### config.mk
export PLATFORM = sky130hd
export DESIGN_NAME = digital_clock
export DESIGN_NICKNAME = d
export VERILOG_FILES = /design/src/hdl/clock_pkg.sv /design/src/hdl/button_decode.sv /design/src/hdl/hms_counter.sv /design/src/hdl/time_keeper.sv /design/src/hdl/display_scan.sv /design/src/hdl/digital_clock.sv
export VERILOG_INCLUDE_DIRS = /design/src /design/src/hdl
export SDC_FILE = /design/constraint.sdc
export NUM_CORES = 1
export LEC_CHECK = 0
export BUFFER_PORTS_ARGS = -buffer_cell sky130_fd_sc_hd__buf_2
export CAP_MARGIN = 10
export CORE_ASPECT_RATIO = 1.2
export CORE_UTILIZATION = 60
export DETAILED_ROUTE_END_ITERATION = 7
export GPL_TIMING_DRIVEN = 0
export PLACE_DENSITY = 0.83
export SLEW_MARGIN = 15
export SYNTH_ARGS = -nofsm -noshare
export SYNTH_HDL_FRONTEND = slang
export SYNTH_SLANG_ARGS = --single-unit
### constraint.sdc
create_clock -name clk -period 9.2 [get_ports clk]
set_clock_uncertainty 0.2 [all_clocks]
set_input_delay 0.46 -clock clk [delete_from_list [all_inputs] [get_ports clk]]
set_output_delay 0.46 -clock clk [all_outputs]
set_load 0.05 [all_outputs]
### src/hdl/clock_defs.svh
// Clock constants for the divider ratios, unit limits, widths and segment patterns
`ifndef CLOCK_DEFS_SVH
`define CLOCK_DEFS_SVH

// ----------------------------------------------------------------------
// Divider ratios in clk cycles
// ----------------------------------------------------------------------
`define TICK_DIV      50000000
`define SCAN_DIV      5000
`define DEBOUNCE_DIV  500000

// Top value of each time unit
`define SEC_MAX       59
`define MIN_MAX       59
`define HOU_MAX       23

`define UNIT_W        6
`define DIGITS        6
`define SEG_W         7

// ----------------------------------------------------------------------
// Segment patterns, segment a in the MSB down to segment g in the LSB
// ----------------------------------------------------------------------
`define SEG_0         7'b111_1110
`define SEG_1         7'b011_0000
`define SEG_2         7'b110_1101
`define SEG_3         7'b111_1001
`define SEG_4         7'b011_0011
`define SEG_5         7'b101_1011
`define SEG_6         7'b101_1111
`define SEG_7         7'b111_0000
`define SEG_8         7'b111_1111
`define SEG_9         7'b111_0011
`define SEG_BLANK     7'b000_0000

`endif

### src/hdl/clock_pkg.sv
// Shared types of the digital clock for mode, position, time unit, digit and segment
`include "clock_defs.svh"

package clock_pkg;

	// ----------------------------------------------------------------------
	// Control state held by the button front end
	// ----------------------------------------------------------------------

	// Operating mode, stepped by the mode button
	typedef enum logic [1:0] {
		MODE_CLOCK = 2'b00,
		MODE_SETUP = 2'b01,
		MODE_ALARM = 2'b10
	} mode_t;

	// Unit selected for editing
	typedef enum logic [1:0] {
		POS_SEC = 2'b00,
		POS_MIN = 2'b01,
		POS_HOU = 2'b10
	} pos_t;

	// ----------------------------------------------------------------------
	// Datapath values
	// ----------------------------------------------------------------------
	typedef logic [`UNIT_W-1:0] unit_t;

	// One decimal digit, 0 to 9
	typedef logic [3:0] digit_t;

	typedef logic [`SEG_W-1:0] seg_t;

endpackage

### src/hdl/button_decode.sv
// Button front end that debounces the four buttons and holds mode, position and alarm enable
`timescale 1ns/100ps
`include "clock_defs.svh"

module button_decode #(
	parameter int DEBOUNCE_DIV = `DEBOUNCE_DIV
) (
	input  logic             clk,
	input  logic             rst_n,
	input  logic             i_btn_mode,
	input  logic             i_btn_pos,
	input  logic             i_btn_inc,
	input  logic             i_btn_alarm,
	output clock_pkg::mode_t o_mode,
	output clock_pkg::pos_t  o_pos,
	output logic             o_alarm_en,
	output logic             o_inc
);
	import clock_pkg::*;

	localparam int CNT_W = (DEBOUNCE_DIV > 1) ? $clog2(DEBOUNCE_DIV) : 1;
	localparam logic [CNT_W-1:0] CNT_LAST = CNT_W'(DEBOUNCE_DIV - 1);

	// Bit positions in the button vectors
	localparam int BTN_MODE  = 0;
	localparam int BTN_POS   = 1;
	localparam int BTN_INC   = 2;
	localparam int BTN_ALARM = 3;

	logic [CNT_W-1:0] div_cnt;
	logic             sample_tick;
	logic [3:0]       btn_meta;
	logic [3:0]       btn_sync;
	logic [3:0]       smp_new;
	logic [3:0]       smp_old;
	logic [3:0]       press;

	// ----------------------------------------------------------------------
	// Input synchronizer and sample-tick divider
	// ----------------------------------------------------------------------
	always_ff @(posedge clk or negedge rst_n) begin
		if (!rst_n) begin
			btn_meta <= '0;
			btn_sync <= '0;
		end else begin
			btn_meta <= {i_btn_alarm, i_btn_inc, i_btn_pos, i_btn_mode};
			btn_sync <= btn_meta;
		end
	end

	always_ff @(posedge clk or negedge rst_n) begin
		if (!rst_n) begin
			div_cnt <= '0;
		end else if (div_cnt == CNT_LAST) begin
			div_cnt <= '0;
		end else begin
			div_cnt <= div_cnt + 1'b1;
		end
	end

	assign sample_tick = (div_cnt == CNT_LAST);

	// Two most recent samples per button
	always_ff @(posedge clk or negedge rst_n) begin
		if (!rst_n) begin
			smp_new <= '0;
			smp_old <= '0;
		end else if (sample_tick) begin
			smp_new <= btn_sync;
			smp_old <= smp_new;
		end
	end

	// High now and at the last sample, low the sample before
	assign press = {4{sample_tick}} & btn_sync & smp_new & ~smp_old;

	// ----------------------------------------------------------------------
	// Control state
	// ----------------------------------------------------------------------
	always_ff @(posedge clk or negedge rst_n) begin
		if (!rst_n) begin
			o_mode     <= MODE_CLOCK;
			o_pos      <= POS_SEC;
			o_alarm_en <= 1'b0;
		end else begin
			if (press[BTN_MODE]) begin
				case (o_mode)
					MODE_CLOCK: o_mode <= MODE_SETUP;
					MODE_SETUP: o_mode <= MODE_ALARM;
					default:    o_mode <= MODE_CLOCK;
				endcase
			end
			if (press[BTN_POS]) begin
				case (o_pos)
					POS_SEC: o_pos <= POS_MIN;
					POS_MIN: o_pos <= POS_HOU;
					default: o_pos <= POS_SEC;
				endcase
			end
			if (press[BTN_ALARM]) begin
				o_alarm_en <= ~o_alarm_en;
			end
		end
	end

	// Increment is consumed downstream as a single-cycle pulse
	assign o_inc = press[BTN_INC];

endmodule

### src/hdl/hms_counter.sv
// Modulo counter for one time unit with step enable and a wrap flag for the carry chain
`timescale 1ns/100ps
`include "clock_defs.svh"

module hms_counter #(
	parameter int MAX = `SEC_MAX
) (
	input  logic             clk,
	input  logic             rst_n,
	input  logic             i_step,
	output clock_pkg::unit_t o_count,
	output logic             o_wrap
);
	import clock_pkg::*;

	localparam unit_t MAX_V = unit_t'(MAX);

	logic at_max;

	assign at_max = (o_count == MAX_V);

	// ----------------------------------------------------------------------
	// Count register
	// ----------------------------------------------------------------------
	always_ff @(posedge clk or negedge rst_n) begin
		if (!rst_n) begin
			o_count <= '0;
		end else if (i_step) begin
			if (at_max) begin
				o_count <= '0;
			end else begin
				o_count <= o_count + 1'b1;
			end
		end
	end

	// Same cycle as the step that returns the count to zero
	assign o_wrap = i_step & at_max;

endmodule

### src/hdl/time_keeper.sv
// Time keeper with the second tick, running and alarm counters, display select and alarm latch
`timescale 1ns/100ps
`include "clock_defs.svh"

module time_keeper #(
	parameter int TICK_DIV = `TICK_DIV
) (
	input  logic             clk,
	input  logic             rst_n,
	input  clock_pkg::mode_t i_mode,
	input  clock_pkg::pos_t  i_pos,
	input  logic             i_inc,
	input  logic             i_alarm_en,
	output clock_pkg::unit_t o_sec,
	output clock_pkg::unit_t o_min,
	output clock_pkg::unit_t o_hou,
	output logic             o_alarm
);
	import clock_pkg::*;

	localparam int CNT_W = (TICK_DIV > 1) ? $clog2(TICK_DIV) : 1;
	localparam logic [CNT_W-1:0] CNT_LAST = CNT_W'(TICK_DIV - 1);

	logic [CNT_W-1:0] tick_cnt;
	logic             running;
	logic             sec_tick;
	logic             set_edit;
	logic             alm_edit;

	logic  run_sec_step, run_min_step, run_hou_step;
	logic  alm_sec_step, alm_min_step, alm_hou_step;
	logic  run_sec_wrap, run_min_wrap;
	unit_t run_sec, run_min, run_hou;
	unit_t alm_sec, alm_min, alm_hou;
	logic  time_match;

	// ----------------------------------------------------------------------
	// Second tick, held while the time is being set
	// ----------------------------------------------------------------------
	assign running = (i_mode != MODE_SETUP);

	always_ff @(posedge clk or negedge rst_n) begin
		if (!rst_n) begin
			tick_cnt <= '0;
		end else if (running) begin
			if (tick_cnt == CNT_LAST) begin
				tick_cnt <= '0;
			end else begin
				tick_cnt <= tick_cnt + 1'b1;
			end
		end
	end

	assign sec_tick = running & (tick_cnt == CNT_LAST);

	// ----------------------------------------------------------------------
	// Step selection
	// ----------------------------------------------------------------------
	assign set_edit = (i_mode == MODE_SETUP) & i_inc;
	assign alm_edit = (i_mode == MODE_ALARM) & i_inc;

	// Carries only while running so that edits wrap on their own
	assign run_sec_step = sec_tick | (set_edit & (i_pos == POS_SEC));
	assign run_min_step = (run_sec_wrap & running) | (set_edit & (i_pos == POS_MIN));
	assign run_hou_step = (run_min_wrap & running) | (set_edit & (i_pos == POS_HOU));

	assign alm_sec_step = alm_edit & (i_pos == POS_SEC);
	assign alm_min_step = alm_edit & (i_pos == POS_MIN);
	assign alm_hou_step = alm_edit & (i_pos == POS_HOU);

	// Running time
	hms_counter #(.MAX(`SEC_MAX)) u_run_sec (
		.clk     (clk),
		.rst_n   (rst_n),
		.i_step  (run_sec_step),
		.o_count (run_sec),
		.o_wrap  (run_sec_wrap)
	);

	hms_counter #(.MAX(`MIN_MAX)) u_run_min (
		.clk     (clk),
		.rst_n   (rst_n),
		.i_step  (run_min_step),
		.o_count (run_min),
		.o_wrap  (run_min_wrap)
	);

	hms_counter #(.MAX(`HOU_MAX)) u_run_hou (
		.clk     (clk),
		.rst_n   (rst_n),
		.i_step  (run_hou_step),
		.o_count (run_hou),
		.o_wrap  ()
	);

	// Alarm time
	hms_counter #(.MAX(`SEC_MAX)) u_alm_sec (
		.clk     (clk),
		.rst_n   (rst_n),
		.i_step  (alm_sec_step),
		.o_count (alm_sec),
		.o_wrap  ()
	);

	hms_counter #(.MAX(`MIN_MAX)) u_alm_min (
		.clk     (clk),
		.rst_n   (rst_n),
		.i_step  (alm_min_step),
		.o_count (alm_min),
		.o_wrap  ()
	);

	hms_counter #(.MAX(`HOU_MAX)) u_alm_hou (
		.clk     (clk),
		.rst_n   (rst_n),
		.i_step  (alm_hou_step),
		.o_count (alm_hou),
		.o_wrap  ()
	);

	// ----------------------------------------------------------------------
	// Display select and alarm latch
	// ----------------------------------------------------------------------
	always_comb begin
		if (i_mode == MODE_ALARM) begin
			o_sec = alm_sec;
			o_min = alm_min;
			o_hou = alm_hou;
		end else begin
			o_sec = run_sec;
			o_min = run_min;
			o_hou = run_hou;
		end
	end

	assign time_match = (run_sec == alm_sec) & (run_min == alm_min) & (run_hou == alm_hou);

	// Sets on a match and holds until the alarm is disabled
	always_ff @(posedge clk or negedge rst_n) begin
		if (!rst_n) begin
			o_alarm <= 1'b0;
		end else begin
			o_alarm <= i_alarm_en & (o_alarm | time_match);
		end
	end

endmodule

### src/hdl/display_scan.sv
// Six-digit display scanner with digit split, segment decode and active-low digit enables
`timescale 1ns/100ps
`include "clock_defs.svh"

module display_scan #(
	parameter int SCAN_DIV = `SCAN_DIV
) (
	input  logic                clk,
	input  logic                rst_n,
	input  clock_pkg::unit_t    i_sec,
	input  clock_pkg::unit_t    i_min,
	input  clock_pkg::unit_t    i_hou,
	output clock_pkg::seg_t     o_seg,
	output logic [`DIGITS-1:0]  o_seg_enb
);
	import clock_pkg::*;

	localparam int CNT_W = (SCAN_DIV > 1) ? $clog2(SCAN_DIV) : 1;
	localparam logic [CNT_W-1:0] CNT_LAST = CNT_W'(SCAN_DIV - 1);
	localparam int IDX_W = $clog2(`DIGITS);
	localparam logic [IDX_W-1:0] IDX_LAST = IDX_W'(`DIGITS - 1);
	localparam logic [`DIGITS-1:0] ENB_ONE = {{(`DIGITS-1){1'b0}}, 1'b1};

	logic [CNT_W-1:0] scan_cnt;
	logic [IDX_W-1:0] scan_idx;
	digit_t           digits [`DIGITS];

	// Segment table, anything past 9 is blanked
	function automatic seg_t seg_decode(input digit_t d);
		case (d)
			4'd0:    return `SEG_0;
			4'd1:    return `SEG_1;
			4'd2:    return `SEG_2;
			4'd3:    return `SEG_3;
			4'd4:    return `SEG_4;
			4'd5:    return `SEG_5;
			4'd6:    return `SEG_6;
			4'd7:    return `SEG_7;
			4'd8:    return `SEG_8;
			4'd9:    return `SEG_9;
			default: return `SEG_BLANK;
		endcase
	endfunction

	// ----------------------------------------------------------------------
	// Digit split, ones before tens for each unit
	// ----------------------------------------------------------------------
	always_comb begin
		digits[0] = digit_t'(i_sec % 6'd10);
		digits[1] = digit_t'(i_sec / 6'd10);
		digits[2] = digit_t'(i_min % 6'd10);
		digits[3] = digit_t'(i_min / 6'd10);
		digits[4] = digit_t'(i_hou % 6'd10);
		digits[5] = digit_t'(i_hou / 6'd10);
	end

	// ----------------------------------------------------------------------
	// Scan divider and digit index
	// ----------------------------------------------------------------------
	always_ff @(posedge clk or negedge rst_n) begin
		if (!rst_n) begin
			scan_cnt <= '0;
			scan_idx <= '0;
		end else if (scan_cnt == CNT_LAST) begin
			scan_cnt <= '0;
			if (scan_idx == IDX_LAST) begin
				scan_idx <= '0;
			end else begin
				scan_idx <= scan_idx + 1'b1;
			end
		end else begin
			scan_cnt <= scan_cnt + 1'b1;
		end
	end

	// Pattern and enable registered together so they never disagree
	always_ff @(posedge clk or negedge rst_n) begin
		if (!rst_n) begin
			o_seg     <= `SEG_0;
			o_seg_enb <= ~ENB_ONE;
		end else begin
			o_seg     <= seg_decode(digits[scan_idx]);
			o_seg_enb <= ~(ENB_ONE << scan_idx);
		end
	end

endmodule

### src/hdl/digital_clock.sv
// Digital clock top level joining the button decode, time keeper and display scan stages
`timescale 1ns/100ps
`include "clock_defs.svh"

module digital_clock #(
	parameter int TICK_DIV     = `TICK_DIV,
	parameter int SCAN_DIV     = `SCAN_DIV,
	parameter int DEBOUNCE_DIV = `DEBOUNCE_DIV
) (
	input  logic               clk,
	input  logic               rst_n,
	input  logic               i_btn_mode,
	input  logic               i_btn_pos,
	input  logic               i_btn_inc,
	input  logic               i_btn_alarm,
	output clock_pkg::seg_t    o_seg,
	output logic [`DIGITS-1:0] o_seg_enb,
	output logic               o_alarm
);
	import clock_pkg::*;

	mode_t mode;
	pos_t  pos;
	logic  alarm_en;
	logic  inc;
	unit_t disp_sec;
	unit_t disp_min;
	unit_t disp_hou;

	// ----------------------------------------------------------------------
	// Decode, execute and result stages
	// ----------------------------------------------------------------------
	button_decode #(.DEBOUNCE_DIV(DEBOUNCE_DIV)) u_button_decode (
		.clk         (clk),
		.rst_n       (rst_n),
		.i_btn_mode  (i_btn_mode),
		.i_btn_pos   (i_btn_pos),
		.i_btn_inc   (i_btn_inc),
		.i_btn_alarm (i_btn_alarm),
		.o_mode      (mode),
		.o_pos       (pos),
		.o_alarm_en  (alarm_en),
		.o_inc       (inc)
	);

	time_keeper #(.TICK_DIV(TICK_DIV)) u_time_keeper (
		.clk        (clk),
		.rst_n      (rst_n),
		.i_mode     (mode),
		.i_pos      (pos),
		.i_inc      (inc),
		.i_alarm_en (alarm_en),
		.o_sec      (disp_sec),
		.o_min      (disp_min),
		.o_hou      (disp_hou),
		.o_alarm    (o_alarm)
	);

	display_scan #(.SCAN_DIV(SCAN_DIV)) u_display_scan (
		.clk       (clk),
		.rst_n     (rst_n),
		.i_sec     (disp_sec),
		.i_min     (disp_min),
		.i_hou     (disp_hou),
		.o_seg     (o_seg),
		.o_seg_enb (o_seg_enb)
	);

endmodule

# Yosys cells after proc, flatten, opt, wreduce, memory -nomap -nowiden
# Memories as Yosys holds them, arrays and structs flattened. A register that Yosys moved wholly into a read port is not among the register bits.
# Index checks and enable logic that the tools add are counted.
word_totals:
  ff_bits: 125
  out_inout_bits: 14
  memories: 1
  in_bits: 6
  rom_bits: 112
  elab_cells: 104
op_classes:
  order_cmp: 1
  muxes: 18
  n_addsub: 10
  n_reduce_logical: 3
  eq_ne: 18
  bitwise_logic: 27
  shifts: 1
  div: 6
memory_table:
  columns: ["name", "words", "word_bits", "rd", "rd_clocked_by_memory_dff", "wr", "line", "text"]
  rows:
  - ["(no name shown)", 16, 7, 1, 1, 0, "display_scan.sv:30", "case (d)"]
op_table:
  columns: ["cell", "n"]
  rows:
  - ["2-to-1 mux 6 bit", 9]
  - ["adder 6 x 1 -> 6 bit (second input constant)", 6]
  - ["adder 26 x 1 -> 26 bit (second input constant)", 1]
  - ["equality test 26 bit (second input constant)", 1]
  - ["2-to-1 mux 26 bit", 1]
  - ["equality test 6 bit (second input constant)", 4]
  - ["adder 19 x 1 -> 19 bit (second input constant)", 1]
  - ["equality test 19 bit (second input constant)", 1]
  - ["2-to-1 mux 19 bit", 1]
  - ["divider 6 x 4 -> 6 bit (second input constant)", 3]
  - ["equality test 6 bit", 3]
  - ["modulo 6 x 4 -> 6 bit (second input constant)", 3]
  - ["bitwise AND 1 bit", 16]
  - ["adder 13 x 1 -> 13 bit (second input constant)", 1]
  - ["equality test 13 bit (second input constant)", 1]
  - ["2-to-1 mux 13 bit", 1]
  - ["bitwise AND 4 bit", 3]
  - ["binary-select mux 4 bit (select 3 bit)", 1]
  - ["equality test 6 x 5 -> 1 bit (second input constant)", 2]
  - ["2-to-1 mux 4 bit", 2]
  - ["case mux 2 bit (2 select lines)", 2]
  - ["NOT 6 bit", 1]
  - ["left shift 1 x 3 -> 6 bit (first input constant)", 1]
  - ["equality test 2 x 1 -> 1 bit (second input constant)", 2]
  - ["12 further kinds", 17]

# Longest topological paths before layout
# Gate-level depths: netlist of the first run.
logic_depth:
  ltp_word: 13
  mapped_depth: 17
  depth_no_buf: 15

# Modules after synthesis
# A second synthesis of the first run with hierarchy kept.
hier_totals:
  hier_cells: 831
  area_unflattened_um2: 7836.3
modules_own_cells:
  columns: ["module", "n_inst", "seq_area_each_um2", "area_per_inst_um2", "cells_per_inst"]
  rows:
  - ["display_scan", 1, 739.5, 2501.1, 297]
  - ["time_keeper", 1, 675.6, 1941.9, 243]
  - ["button_decode", 1, 1001.0, 1686.6, 135]
  - ["hms_counter (u_time_keeper.u_alm_min ...)", 4, 150.1, 281.5, 27]
  - ["hms_counter (u_time_keeper.u_alm_hou ...)", 2, 150.1, 290.3, 24]

# Worst setup path before layout of the first run
# Ideal clock, no wire load.
synth_path:
  path_type: "register to register"
  startpoint: "reg u_button_decode.o_mode[1]"
  endpoint: "reg u_display_scan.o_seg[3]"
  slack_ps: 5767
  setup_time_ps: 98
  arrival_ps: 3135
  t_required_ps: 8902
  stages_incl_launch_ff: 16
  period_less_slack_ps: 3433
  n_path_buf: 2
  path_cell_list: "dfrtp_1 nand2b_1 buf_6 buf_6 mux2_2 a21oi_1 ha_1 inv_1 nor3_1 o22ai_2 and3b_1 a2111oi_4 o31ai_4 ha_1 inv_1 o311ai_1"
synth_via:
  elab_chain_len: 6
  elab_cells_between_ends: 13
  classes_between: "6 x div; 1 x eq/ne; 6 x mux"
synth_rtl:
  columns: ["element", "line", "text"]
  rows:
  - ["from (decl)", "button_decode.sv:14", "output clock_pkg::mode_t o_mode,"]
  - ["from (signal assigned)", "button_decode.sv:82", "o_mode <= MODE_CLOCK;"]
  - ["from (signal assigned)", "button_decode.sv:88", "MODE_CLOCK: o_mode <= MODE_SETUP;"]
  - ["from (signal assigned)", "button_decode.sv:89", "MODE_SETUP: o_mode <= MODE_ALARM;"]
  - ["equality test 2 bit (*)", "time_keeper.sv:125", "if (i_mode == MODE_ALARM) begin"]
  - ["2-to-1 mux 6 bit", "time_keeper.sv:125", null]
  - ["divider 6 x 4 -> 6 bit (tied with other cells)", "display_scan.sv:54", "digits[5] = digit_t'(i_hou / 6'd10);"]
  - ["binary-select mux 4 bit (select 3 bit) (*)", "display_scan.sv:82", "o_seg <= seg_decode(digits[scan_idx]);"]
  - ["2-to-1 mux 4 bit (implied by the code) (*) (2 in a row)", "display_scan.sv:82", null]
  - ["to (decl)", "display_scan.sv:13", "output clock_pkg::seg_t o_seg,"]
# Mark *: on every way between the ends. The rest lies on a longest branch, timed or not. The select of a mux whose other input is x is not followed.
# A chain may end at the register's enable or synchronous reset.

# Final worst setup path of the first run
layout_path:
  startpoint: "reg u_time_keeper.u_run_min.o_count[3]"
  endpoint: "reg u_display_scan.o_seg[3]"
layout_via:
  elab_chain_len: 5
  elab_cells_between_ends: 6
  classes_between: "2 x div; 4 x mux"
layout_rtl:
  columns: ["element", "line", "text"]
  rows:
  - ["from (decl)", "hms_counter.sv:11", "output clock_pkg::unit_t o_count,"]
  - ["from (signal assigned)", "hms_counter.sv:32", "o_count <= o_count + 1'b1;"]
  - ["2-to-1 mux 6 bit (*)", "time_keeper.sv:125", null]
  - ["divider 6 x 4 -> 6 bit or modulo 6 x 4 -> 6 bit (tied branches)", "display_scan.sv:52, display_scan.sv:51", null]
  - ["binary-select mux 4 bit (select 3 bit) (*)", "display_scan.sv:82", null]
  - ["2-to-1 mux 4 bit (implied by the code) (*) (2 in a row)", "display_scan.sv:82", null]
# Marks and branches as above.

==> results of run 1 <==
-- metal layers --
metal  global-route usage (%)  wire length (um)  share of wire, %  up-vias
met5                        0                 0                 0        -
met4                    9.347               206               1.2        0
met3                    5.999               715               4.1       23
met2                    48.77              9215                53      189
met1                    32.10              7310                42     3137
li1                         -                 -                 -     2992
-- timing repair --
item | 4_1_cts | 5_1_grt
endpoints found under the hold margin | 61 | 0
resized for setup | 0 | 0
hold buffers | 5 | 0
-- worst max-delay path: stages (launching register included) --
cell      delay (ns)
dfrtp_1         0.33
clkbuf_1        0.33
inv_1           0.19
a31o_1          0.31
a21boi_0        0.32
ha_1            0.27
inv_1           0.06
o41ai_2         0.35
nor4_2          0.08
o21ai_2         0.16
o221ai_1        0.14
a32o_1          0.36
inv_1           0.11
ha_1            0.13
inv_1           0.05
o311ai_1        0.30
-- cells in the mapped netlist (9+ instances only) --
library cell,number
clkbuf_1,21
inv_1,18
nand4_1,28
and3_1,11
nand3_1,38
xnor2_1,31
nand2b_1,13
ha_1,23
o211ai_1,12
o21ai_0,29
xor2_1,46
nor2_1,69
a31oi_1,11
a21oi_1,20
mux2i_1,12
nand2_1,67
nor3_1,20
mux2_2,26
dfstp_2,11
buf_2,9
nor2b_1,12
dfrtp_1,121
-- cell families after synthesis --
group,after synthesis
XOR/XNOR,77
multiplexers,47
AND/OR/NAND/NOR,319
AO/OA/AOI/OAI,144
flip-flops,132
adder cells (fa/ha/maj),23
buffers and inverters,58
-- where the power goes --
| part | internal, mW | switching [mW] |
|---|---|---|
| clock | 0.378 | 0.255 |
| sequential | 0.583 | 0.000715 |
| combinational | 0.00362 | 0.0115 |
| total | 0.964 | 0.267 |
-- sequential cells by signal, indices dropped and copies added, names as in the netlist, 3 cells and up --
| register | flops |
|---|---|
| u_button_decode.smp_old | 4 |
| u_display_scan.scan_cnt | 13 |
| u_display_scan.o_seg_enb | 6 |
| u_display_scan.scan_idx | 3 |
| u_time_keeper.u_alm_hou.o_count | 6 |
| u_button_decode.btn_meta | 4 |
| u_time_keeper.u_alm_sec.o_count | 6 |
| u_time_keeper.u_alm_min.o_count | 6 |
| u_button_decode.btn_sync | 4 |
| u_button_decode.smp_new | 4 |
| u_time_keeper.u_run_sec.o_count | 6 |
| u_time_keeper.u_run_min.o_count | 6 |
| u_time_keeper.u_run_hou.o_count | 6 |
| u_button_decode.div_cnt | 19 |
| u_time_keeper.tick_cnt | 26 |
| u_display_scan.o_seg | 7 |
-- worst min-delay path by stage --
stage                                          startpoint                               endpoint  slack [ns]  cells past startpoint
finish              u_button_decode.btn_meta[3]$_DFF_PN0_  u_button_decode.btn_sync[3]$_DFF_PN0_        0.14                      0
CTS                 u_button_decode.btn_meta[3]$_DFF_PN0_  u_button_decode.btn_sync[3]$_DFF_PN0_        0.14                      0
detailed placement  u_button_decode.btn_meta[3]$_DFF_PN0_  u_button_decode.btn_sync[3]$_DFF_PN0_        0.14                      0
global route        u_button_decode.btn_meta[1]$_DFF_PN0_  u_button_decode.btn_sync[1]$_DFF_PN0_        0.15                      0
global placement    u_button_decode.btn_meta[0]$_DFF_PN0_  u_button_decode.btn_sync[0]$_DFF_PN0_        0.13                      0
floorplan                                           rst_n  u_button_decode.btn_meta[0]$_DFF_PN0_       -0.04                      0
-- area by class of cell --
class / instances / area (um^2)
fill: 943 / 3928
clock buffer: 20 / 446.7
tap: 164 / 205.2
clock inverter: 12 / 106.4
timing repair buffer: 25 / 178.9
sequential: 132 / 3317
buffer: 39 / 206.4
multi-input combinational: 610 / 4322
inverter: 19 / 71.32
==> flow_summary_export.csv, run 1 <==
group,metric,value,unit
yosys,synth.cell_area,7916,um^2
final_layout,final_cells,1021,
critical_path,end_kind,"flip-flop",
critical_path,reg2reg_from,"u_time_keeper.u_run_min.o_count[3]$_DFFE_PN0N_",
yosys,syn_nets,829,
timing,fin_hold_ws,0.1437,ns
final_layout,final_util,69.27,%
placed_design,numPortBuffers,19,
timing,drv_slew,0,
yosys,synth.distinct_cells,88,
yosys,yosys_warnings,0,
final_layout,fin_area,8853,um^2
placed_design,place_congestion,0.8944,
final_layout,final_net_count,873,
critical_path,endpoint,"u_display_scan.o_seg[3]$_DFF_PN1_",
critical_path,rrSetupSlack,5.40,ns
power,p_leak,3.932,nW
yosys,synth-main-ff-cell,"dfrtp_1",
cts,h-tree-depth,4,
route,detail_route.wirelength,17.45,mm
cts,cts_tree,"done",
yosys,yosys.area.top_type_share,38.25,%
power,peakVddDrop,0.1288,mV
global_routing,grt_max_degree,70,
timing,rsz0062_at_grt,"no",
yosys,synth.avg_cell_area,9.895,um^2
placed_design,place_hpwl,12.13,mm
critical_path,required,9.32,ns
placed_design,placed_area,8250,um^2
die,die_h,127.8,um
die,rows,45,
run_status,status,"finished, final reports clean",
final_layout,area_growth,11.84,%
timing,setup_violations,0,
final_layout,antennaDiodeCount,0,
power,power_density,139.1,nW/um^2
yosys,synth.area.top_cells,"dfrtp_1 38%, xor2_1 5.1%, mux2_2 3.7%",
die,ios,20,
timing,setup_ws,5.398,ns
die,core_area,12780,um^2
yosys,ys_ff_latch,132,
placed_design,dpl_worst_slack,5.409,ns
critical_path,setup.worst_path.start,"u_time_keeper.u_run_min.o_count[3]$_DFFE_PN0N_",
route,vias,6341,
yosys,synth_top_family_by_area,"simple AND/OR/NAND/NOR gates",
placed_design,dp.cells,984,
global_routing,gr-total-overflow,0,
timing,min_period,3.802,ns
timing,period_share,41.33,%
yosys,async_reset_ff_share,100.0,%
yosys,synth_edf_count,0,
final_layout,layout-drive-gt1-share,15.87,%
cts,cts_root_buffer,"clkbuf_16",
die,fp.dieW,106.9,um
global_routing,grt_pass1_vias,6195,
timing,hold_viol,0,
final_layout,final_common_cell,"dfrtp_1",
cts,cts_setup_buffers,0,
cts,clk_pin_slew,0.06,ns
route,drt_iter0_markers,480,
cts,clockBufferDepth,2,
global_routing,antenna_found_initial,0,
critical_path,crit_arrival,3.93,ns
global_routing,gr-usage-all-layers,27.23,%
timing,max_freq,0.2630,GHz
yosys,seq_area_frac_synth,41.90,%
timing,fin_tns_setup,0,ns
cts,numCtsBuffers,17,
final_layout,layout_common_cells,"121 x dfrtp_1, 69 x nor2_1, 67 x nand2_1",
yosys,synth_compound_area_share,13.80,%
critical_path,crit_type,"flip-flop to flip-flop",
timing,slew_headroom,40.77,%
yosys,synth_top_cell_by_area,"dfrtp_1",
route,via_per_inst,6.211,
die,die_area,13660,um^2
yosys,synthSimpleGateAreaFrac,21.57,%
yosys,syn_inst,800,
route,avgRoutedWirePerCell,17.09,um
cts,insertion_delay,0.42,ns
critical_path,cp-start-kind,"flip-flop",
hold_path,hold_path.class,"flip-flop to flip-flop",
critical_path,crit_fanout,9,
global_routing,grt_first_pass_wirelength,29.30,mm
route,ant_nets,0,
route,drcViolationCount,0,
route,drtPass1Iterations,5,
yosys,synth.mux.area_fraction,7.065,%
cts,clock_sinks,132,
power,fin_total_pwr,1.231,mW
die,start_util,61.94,%
yosys,synthAdderAreaFrac,3.635,%
yosys,synth_xor_area_share,8.519,%
critical_path,rr_worst_depth,15,
critical_path,r2r_end,"u_display_scan.o_seg[3]$_DFF_PN1_",
flow_run,drv_cap,0,
timing,tightest_slew,0.8865,ns
No activity file was read; power rests on OpenSTA's default activity.
==> run 2: changes to the inputs <==
clock period = 3.9 ns   (was 9.2 ns; I/O delays follow)
==> flow_summary_export.csv, run 2 (same netlist as run 1, synthesis figures left out) <==
group,metric,value,unit
cts,clock_sinks,132,
cts,insertion_delay,0.43,ns
route,drcViolationCount,0,
timing,setup_violations,0,
final_layout,final_common_cell,"dfrtp_1",
cts,cts_tree,"done",
final_layout,layout_common_cells,"121 x dfrtp_1, 69 x nor2_1, 67 x nand2_1",
power,p_leak,3.934,nW
timing,period_share,94.62,%
route,vias,6336,
route,drtPass1Iterations,5,
power,p_clk_share,51.4,%
die,rows,45,
die,start_util,61.94,%
critical_path,crit_type,"flip-flop to flip-flop",
final_layout,nFillCells,941,
critical_path,cp-start-kind,"flip-flop",
route,via_per_inst,6.212,
timing,slew_headroom,42.92,%
final_layout,area_growth,11.92,%
route,drt_iter0_markers,447,
critical_path,crit_arrival,3.82,ns
cts,numCtsBuffers,17,
critical_path,crit_fanout,10,
global_routing,grt_pass1_vias,6195,
global_routing,gr-usage-all-layers,27.23,%
cts,h-tree-depth,4,
final_layout,seqCellArea,3317,um^2
critical_path,required,4.03,ns
timing,max_freq,0.2710,GHz
timing,rsz0062_at_grt,"no",
timing,tightest_slew,0.8544,ns
die,die_area,13660,um^2
placed_design,placed_area,8250,um^2
final_layout,antennaDiodeCount,0,
run_status,status,"finished, final reports clean",
timing,drv_slew,0,
final_layout,multi_input_area,4332,um^2
final_layout,final_net_count,872,
timing,min_period,3.690,ns
die,ios,20,
die,core_area,12780,um^2
critical_path,crit_chain,"clkbuf_1 -> nand2b_1 -> mux2_4 -> a21boi_1 -> ha_1 -> o21a_1 -> o211ai_1 -> a31oi_1 -> nand3_1 -> o31ai_4 -> inv_1 -> ha_1 -> nand4b_1 -> o311ai_1",
critical_path,max_stage_delay,0.46,ns
timing,fin_hold_ws,0.1331,ns
cts,clk_pin_slew,0.06,ns
power,p_sw,632.6,uW
flow_run,drv_cap,0,
global_routing,antenna_found_initial,0,
route,ant_nets,0,
global_routing,gr-total-overflow,0,
final_layout,largest_reg_flops,26,
final_layout,layout-drive-gt1-share,16.24,%
power,fin_total_pwr,2.907,mW
final_layout,final_util,69.32,%
power,switching_share,21.76,%
critical_path,crit_top_cell,"ha_1",
power,p_seq_share,47.4,%
die,die_h,127.8,um
power,peakVddDrop,0.3037,mV
final_layout,largestRegisters,"u_time_keeper.tick_cnt x26, u_button_decode.div_cnt x19, u_display_scan.scan_cnt x13",
power,power_frac_comb,1.2,%
placed_design,numPortBuffers,19,
hold_path,hold_path.class,"input pin to async pin",
placed_design,place_hpwl,12.13,mm
global_routing,grt_max_degree,70,
route,detail_route.wirelength,17.46,mm
cts,clockBufferDepth,2,
power,intPower,2.274,mW
final_layout,fin_area,8860,um^2
die,fp.dieW,106.9,um
critical_path,end_kind,"flip-flop",
route,avgRoutedWirePerCell,17.11,um
critical_path,crit_slowest_cell,"o31ai_4",
final_layout,largest-register,"u_time_keeper.tick_cnt",
power,power_density,328.1,nW/um^2
timing,fin_tns_setup,0,ns
placed_design,place_congestion,0.8944,
timing,hold_viol,0,
cts,cts_root_buffer,"clkbuf_16",
cts,cts_setup_buffers,0,
global_routing,grt_first_pass_wirelength,29.30,mm
==> run 2: final cells by class <==
class	count	share of cell area, %
Sequential cell	132	37.44
Clock buffer	20	5.042
Tap cell	164	2.316
Timing Repair Buffer	25	2.019
Buffer	38	2.288
Inverter	19	0.8050
Clock inverter	12	1.200
Multi-Input combinational cell	610	48.89
==> run 2: per-stage QoR <==
stage / cells / setup slack, ns
global route: 1020 / 0.003408
CTS: 1021 / 0.09988
global placement: 983 / 0.2274
floorplan: 800 / 0.4671
detailed placement: 984 / 0.1095
finish: 1020 / 0.2097
==> run 2: path summary, 6_finish.rpt <==
kind | start | end | slack, ns | cells after the start
max | u_time_keeper.u_run_min.o_count[5]$_DFFE_PN0N_ | u_display_scan.o_seg[3]$_DFF_PN1_ | 0.21 | 14
min | rst_n | u_time_keeper.u_alm_min.o_count[5]$_DFFE_PN0P_ | 0.13 | 2
max reg2reg | u_time_keeper.u_run_min.o_count[5]$_DFFE_PN0N_ | u_display_scan.o_seg[3]$_DFF_PN1_ | 0.21 | 14
min reg2reg | u_button_decode.btn_meta[3]$_DFF_PN0_ | u_button_decode.btn_sync[3]$_DFF_PN0_ | 0.14 | 0
max in group asynchronous | rst_n | u_display_scan.scan_cnt[3]$_DFF_PN0_ | 2.61 | 3
min in group clk | u_button_decode.btn_meta[3]$_DFF_PN0_ | u_button_decode.btn_sync[3]$_DFF_PN0_ | 0.14 | 0
==> run 2: critical path: cells and delay by family (launching register included) <==
kind	cells	cell delay (ns)
AOI/OAI and AO/OA	6	1.34
and+or+nand+nor	3	0.52
muxes	1	0.20
adders and majority gates	2	0.45
buffers and inverters	2	0.54
DFF	1	0.32
==> run 2: per-layer routing <==
layer | global-route usage [%] | share of wire (%)
met5 | 0 | 0
met3 | 5.999 | 4.3
met2 | 48.77 | 53
met4 | 9.347 | 1.4
met1 | 32.10 | 42
==> run 2: what timing repair did <==
item | CTS | global route
hold buffers | 5 | 0
endpoints found under the hold margin | 72 | 0
gates resized for setup | 0 | 4
setup endpoints to repair | 0 | 7
==> run 2: power groups by stage <==
stage          logic (mW)  registers (mW)  clock network [mW]
2_1_floorplan   0.0000699            1.40                   0
3_3_place_gp       0.0284            1.40                   0
3_5_place_dp       0.0339            1.40                   0
4_1_cts            0.0377            1.38                1.50
5_1_grt            0.0424            1.38                1.57
6_report           0.0357            1.38                1.49
==> run 3: changes to the inputs <==
ABC_AREA = 1   (was default)
==> flow_summary_export.csv, run 3 <==
group,metric,value,unit
flow_run,drv_cap,0,
final_layout,final_util,70.52,%
cts,numCtsBuffers,17,
cts,cts_resized,0,
yosys,synth_top_cell_by_area,"dfrtp_1",
timing,drv_slew,0,
yosys,synth_compound_area_share,11.51,%
yosys,synth.most_common_cell,"nand2_1",
final_layout,largestRegisters,"u_time_keeper.tick_cnt x26, u_button_decode.div_cnt x19, u_display_scan.scan_cnt x13",
yosys,synth_common_cells,"220 x nand2_1, 184 x inv_1, 121 x dfrtp_1",
yosys,yosys_warnings,0,
final_layout,largest-register,"u_time_keeper.tick_cnt",
yosys,seq_area_frac_synth,41.42,%
global_routing,antenna_found_initial,0,
route,met1_length,7.198,mm
cts,clockBufferDepth,2,
cts,clock_sinks,132,
die,fp.dieW,107.5,um
hold_path,hold_path.class,"input pin to async pin",
die,core_area,12840,um^2
global_routing,grt_max_degree,55,
route,vias,7087,
critical_path,max_stage_delay,0.42,ns
yosys,synth.area.top_cells,"dfrtp_1 38%, nand2_1 10%, inv_1 8.6%",
global_routing,gr-usage-all-layers,27.14,%
run_status,status,"finished, final reports clean",
timing,tightest_slew,0.5991,ns
yosys,synth-main-ff-cell,"dfrtp_1",
yosys,synth.mux.area_fraction,0.1406,%
route,wl_met3,656,um
critical_path,reg2reg_from,"u_button_decode.o_mode[0]$_DFFE_PN0P_",
critical_path,cp-start-kind,"flip-flop",
die,die_area,13820,um^2
critical_path,crit_top_cell,"nand2_1",
power,power_density,342.0,nW/um^2
final_layout,layout_common_cells,"220 x nand2_1, 184 x inv_1, 121 x dfrtp_1",
timing,period_share,89.91,%
critical_path,endpoint,"u_display_scan.o_seg[1]$_DFF_PN1_",
critical_path,r2r_end,"u_display_scan.o_seg[1]$_DFF_PN1_",
yosys,ys_ff_latch,132,
power,p_leak,4.533,nW
die,start_util,62.39,%
critical_path,crit_fanout,10,
final_layout,antennaDiodeCount,0,
placed_design,placed_area,8371,um^2
route,drtPass1Iterations,6,
placed_design,numPortBuffers,19,
critical_path,setup.worst_path.start,"u_button_decode.o_mode[0]$_DFFE_PN0P_",
route,detail_route.wirelength,17.41,mm
final_layout,fin_area,9052,um^2
yosys,synth_xor_area_share,2.843,%
timing,setup_ws,0.3935,ns
final_layout,largest_reg_flops,26,
placed_design,place_hpwl,12.95,mm
timing,setup_violations,0,
yosys,synthSimpleGateAreaFrac,30.70,%
critical_path,crit_type,"flip-flop to flip-flop",
yosys,yosys.area.top_type_share,37.81,%
yosys,synth_edf_count,0,
final_layout,layout-drive-gt1-share,11.32,%
critical_path,required,4.05,ns
critical_path,rrSetupSlack,0.39,ns
route,avgRoutedWirePerCell,13.54,um
yosys,syn_nets,1093,
yosys,async_reset_ff_share,100.0,%
critical_path,rr_worst_depth,25,
cts,clk_pin_slew,0.06,ns
yosys,synth.avg_cell_area,7.527,um^2
final_layout,final_net_count,1138,
timing,max_freq,0.2852,GHz
yosys,synth.distinct_cells,58,
route,drcViolationCount,0,
global_routing,grt_first_pass_wirelength,29.68,mm
critical_path,crit_arrival,3.66,ns
placed_design,place_congestion,0.8954,
cts,cts_root_buffer,"clkbuf_16",
timing,rsz0062_at_grt,"no",
final_layout,nFillCells,1048,
cts,cts_hold_buf,5,
yosys,synth_top_family_by_area,"simple AND/OR/NAND/NOR gates",
yosys,synthAdderAreaFrac,3.593,%
placed_design,dpl_worst_slack,0.4178,ns
final_layout,area_growth,13.03,%
timing,hold_viol,0,
power,fin_total_pwr,3.096,mW
route,via_per_inst,5.511,
route,drt_iter0_markers,386,
die,ios,20,
cts,cts_setup_buffers,0,
die,die_h,128.6,um
cts,h-tree-depth,4,
cts,insertion_delay,0.42,ns
yosys,synth.cell_area,8009,um^2
final_layout,final_common_cell,"nand2_1",
timing,min_period,3.506,ns
timing,slew_headroom,59.69,%
die,rows,45,
global_routing,gr-total-overflow,0,
timing,fin_tns_setup,0,ns
global_routing,grt_pass1_vias,6828,
critical_path,end_kind,"flip-flop",
yosys,syn_inst,1064,
route,routed.top_layer,"met4",
critical_path,crit_slowest_cell,"dfrtp_1",
cts,cts_tree,"done",
power,peakVddDrop,0.4183,mV
route,dr_wl_met2,8.880,mm
route,ant_nets,0,
-- run 3: cell count changes after synthesis, sizes merged, moves of 13 or more --
cell,before,now
inv,18,189
nand2,67,238
nand3,39,92
nor2,69,109
o21ai,34,64
mux2,30,1
a21oi,21,49
xnor2,31,4
xor2,46,22
mux2i,16,0
clkbuf,21,7
buf,18,5
nand2b,13,0
-- run 3: stage by stage --
step | hold WS (ns) | instances
2_1_floorplan | -0.3006 | 1064
3_3_place_gp | 0.1038 | 1247
3_5_place_dp | -0.09570 | 1249
4_1_cts | 0.02571 | 1286
5_1_grt | 0.06803 | 1286
6_report | 0.02784 | 1286
-- run 3: cells by family (layout without fill, tap and decap cells) --
kind of cell,Yosys count,in the layout
compound gates,151,151
xor+xnor,26,26
fa+ha+maj,23,23
buf+inv,201,259
flops,132,132
mux,1,1
simple gates,530,530
-- run 3: final cells by class --
cell class	count	area, um^2	share of cell area (%)
tap	164	205.2	2.267
multi-input combinational	731	3908	43.17
buffer	12	72.57	0.8017
inverter	189	711.9	7.865
sequential	132	3317	36.64
clock inverter	8	120.1	1.327
clock buffer	24	511.7	5.653
timing repair buffer	26	206.4	2.281
-- run 3: how the worst min path moves through the flow --
stage / to / from / cells past startpoint
global placement: u_button_decode.btn_meta[0]$_DFF_PN0_ / i_btn_mode / 1
global route: u_display_scan.o_seg[0]$_DFF_PN0_ / rst_n / 2
CTS: u_display_scan.o_seg[0]$_DFF_PN0_ / rst_n / 2
floorplan: u_button_decode.btn_meta[0]$_DFF_PN0_ / rst_n / 0
finish: u_display_scan.o_seg[0]$_DFF_PN0_ / rst_n / 2
detailed placement: u_display_scan.o_seg[0]$_DFF_PN0_ / rst_n / 1
-- run 3: where the power goes --
part           switching [mW]  leakage (nW)  internal [mW]
Sequential            0.00107          1.74           1.38
Clock                   0.575         0.308           1.10
Combinational          0.0286          2.48         0.0118
-- run 3: critical path, delay by kind of cell, from the launching register on --
kind                     cells  cell delay, ns
AND/OR/NAND/NOR             14            1.27
buffers and inverters        5            0.68
adder cells (fa/ha/maj)      2            0.37
flip-flops                   1            0.42
AO/OA/AOI/OAI                4            0.50
-- run 3: layer usage --
metal	up-vias	track usage, %
li1	3556	-
met1	3284	30.20
met3	56	5.066
met4	0	15.95
met5	-	0
met2	191	48.31
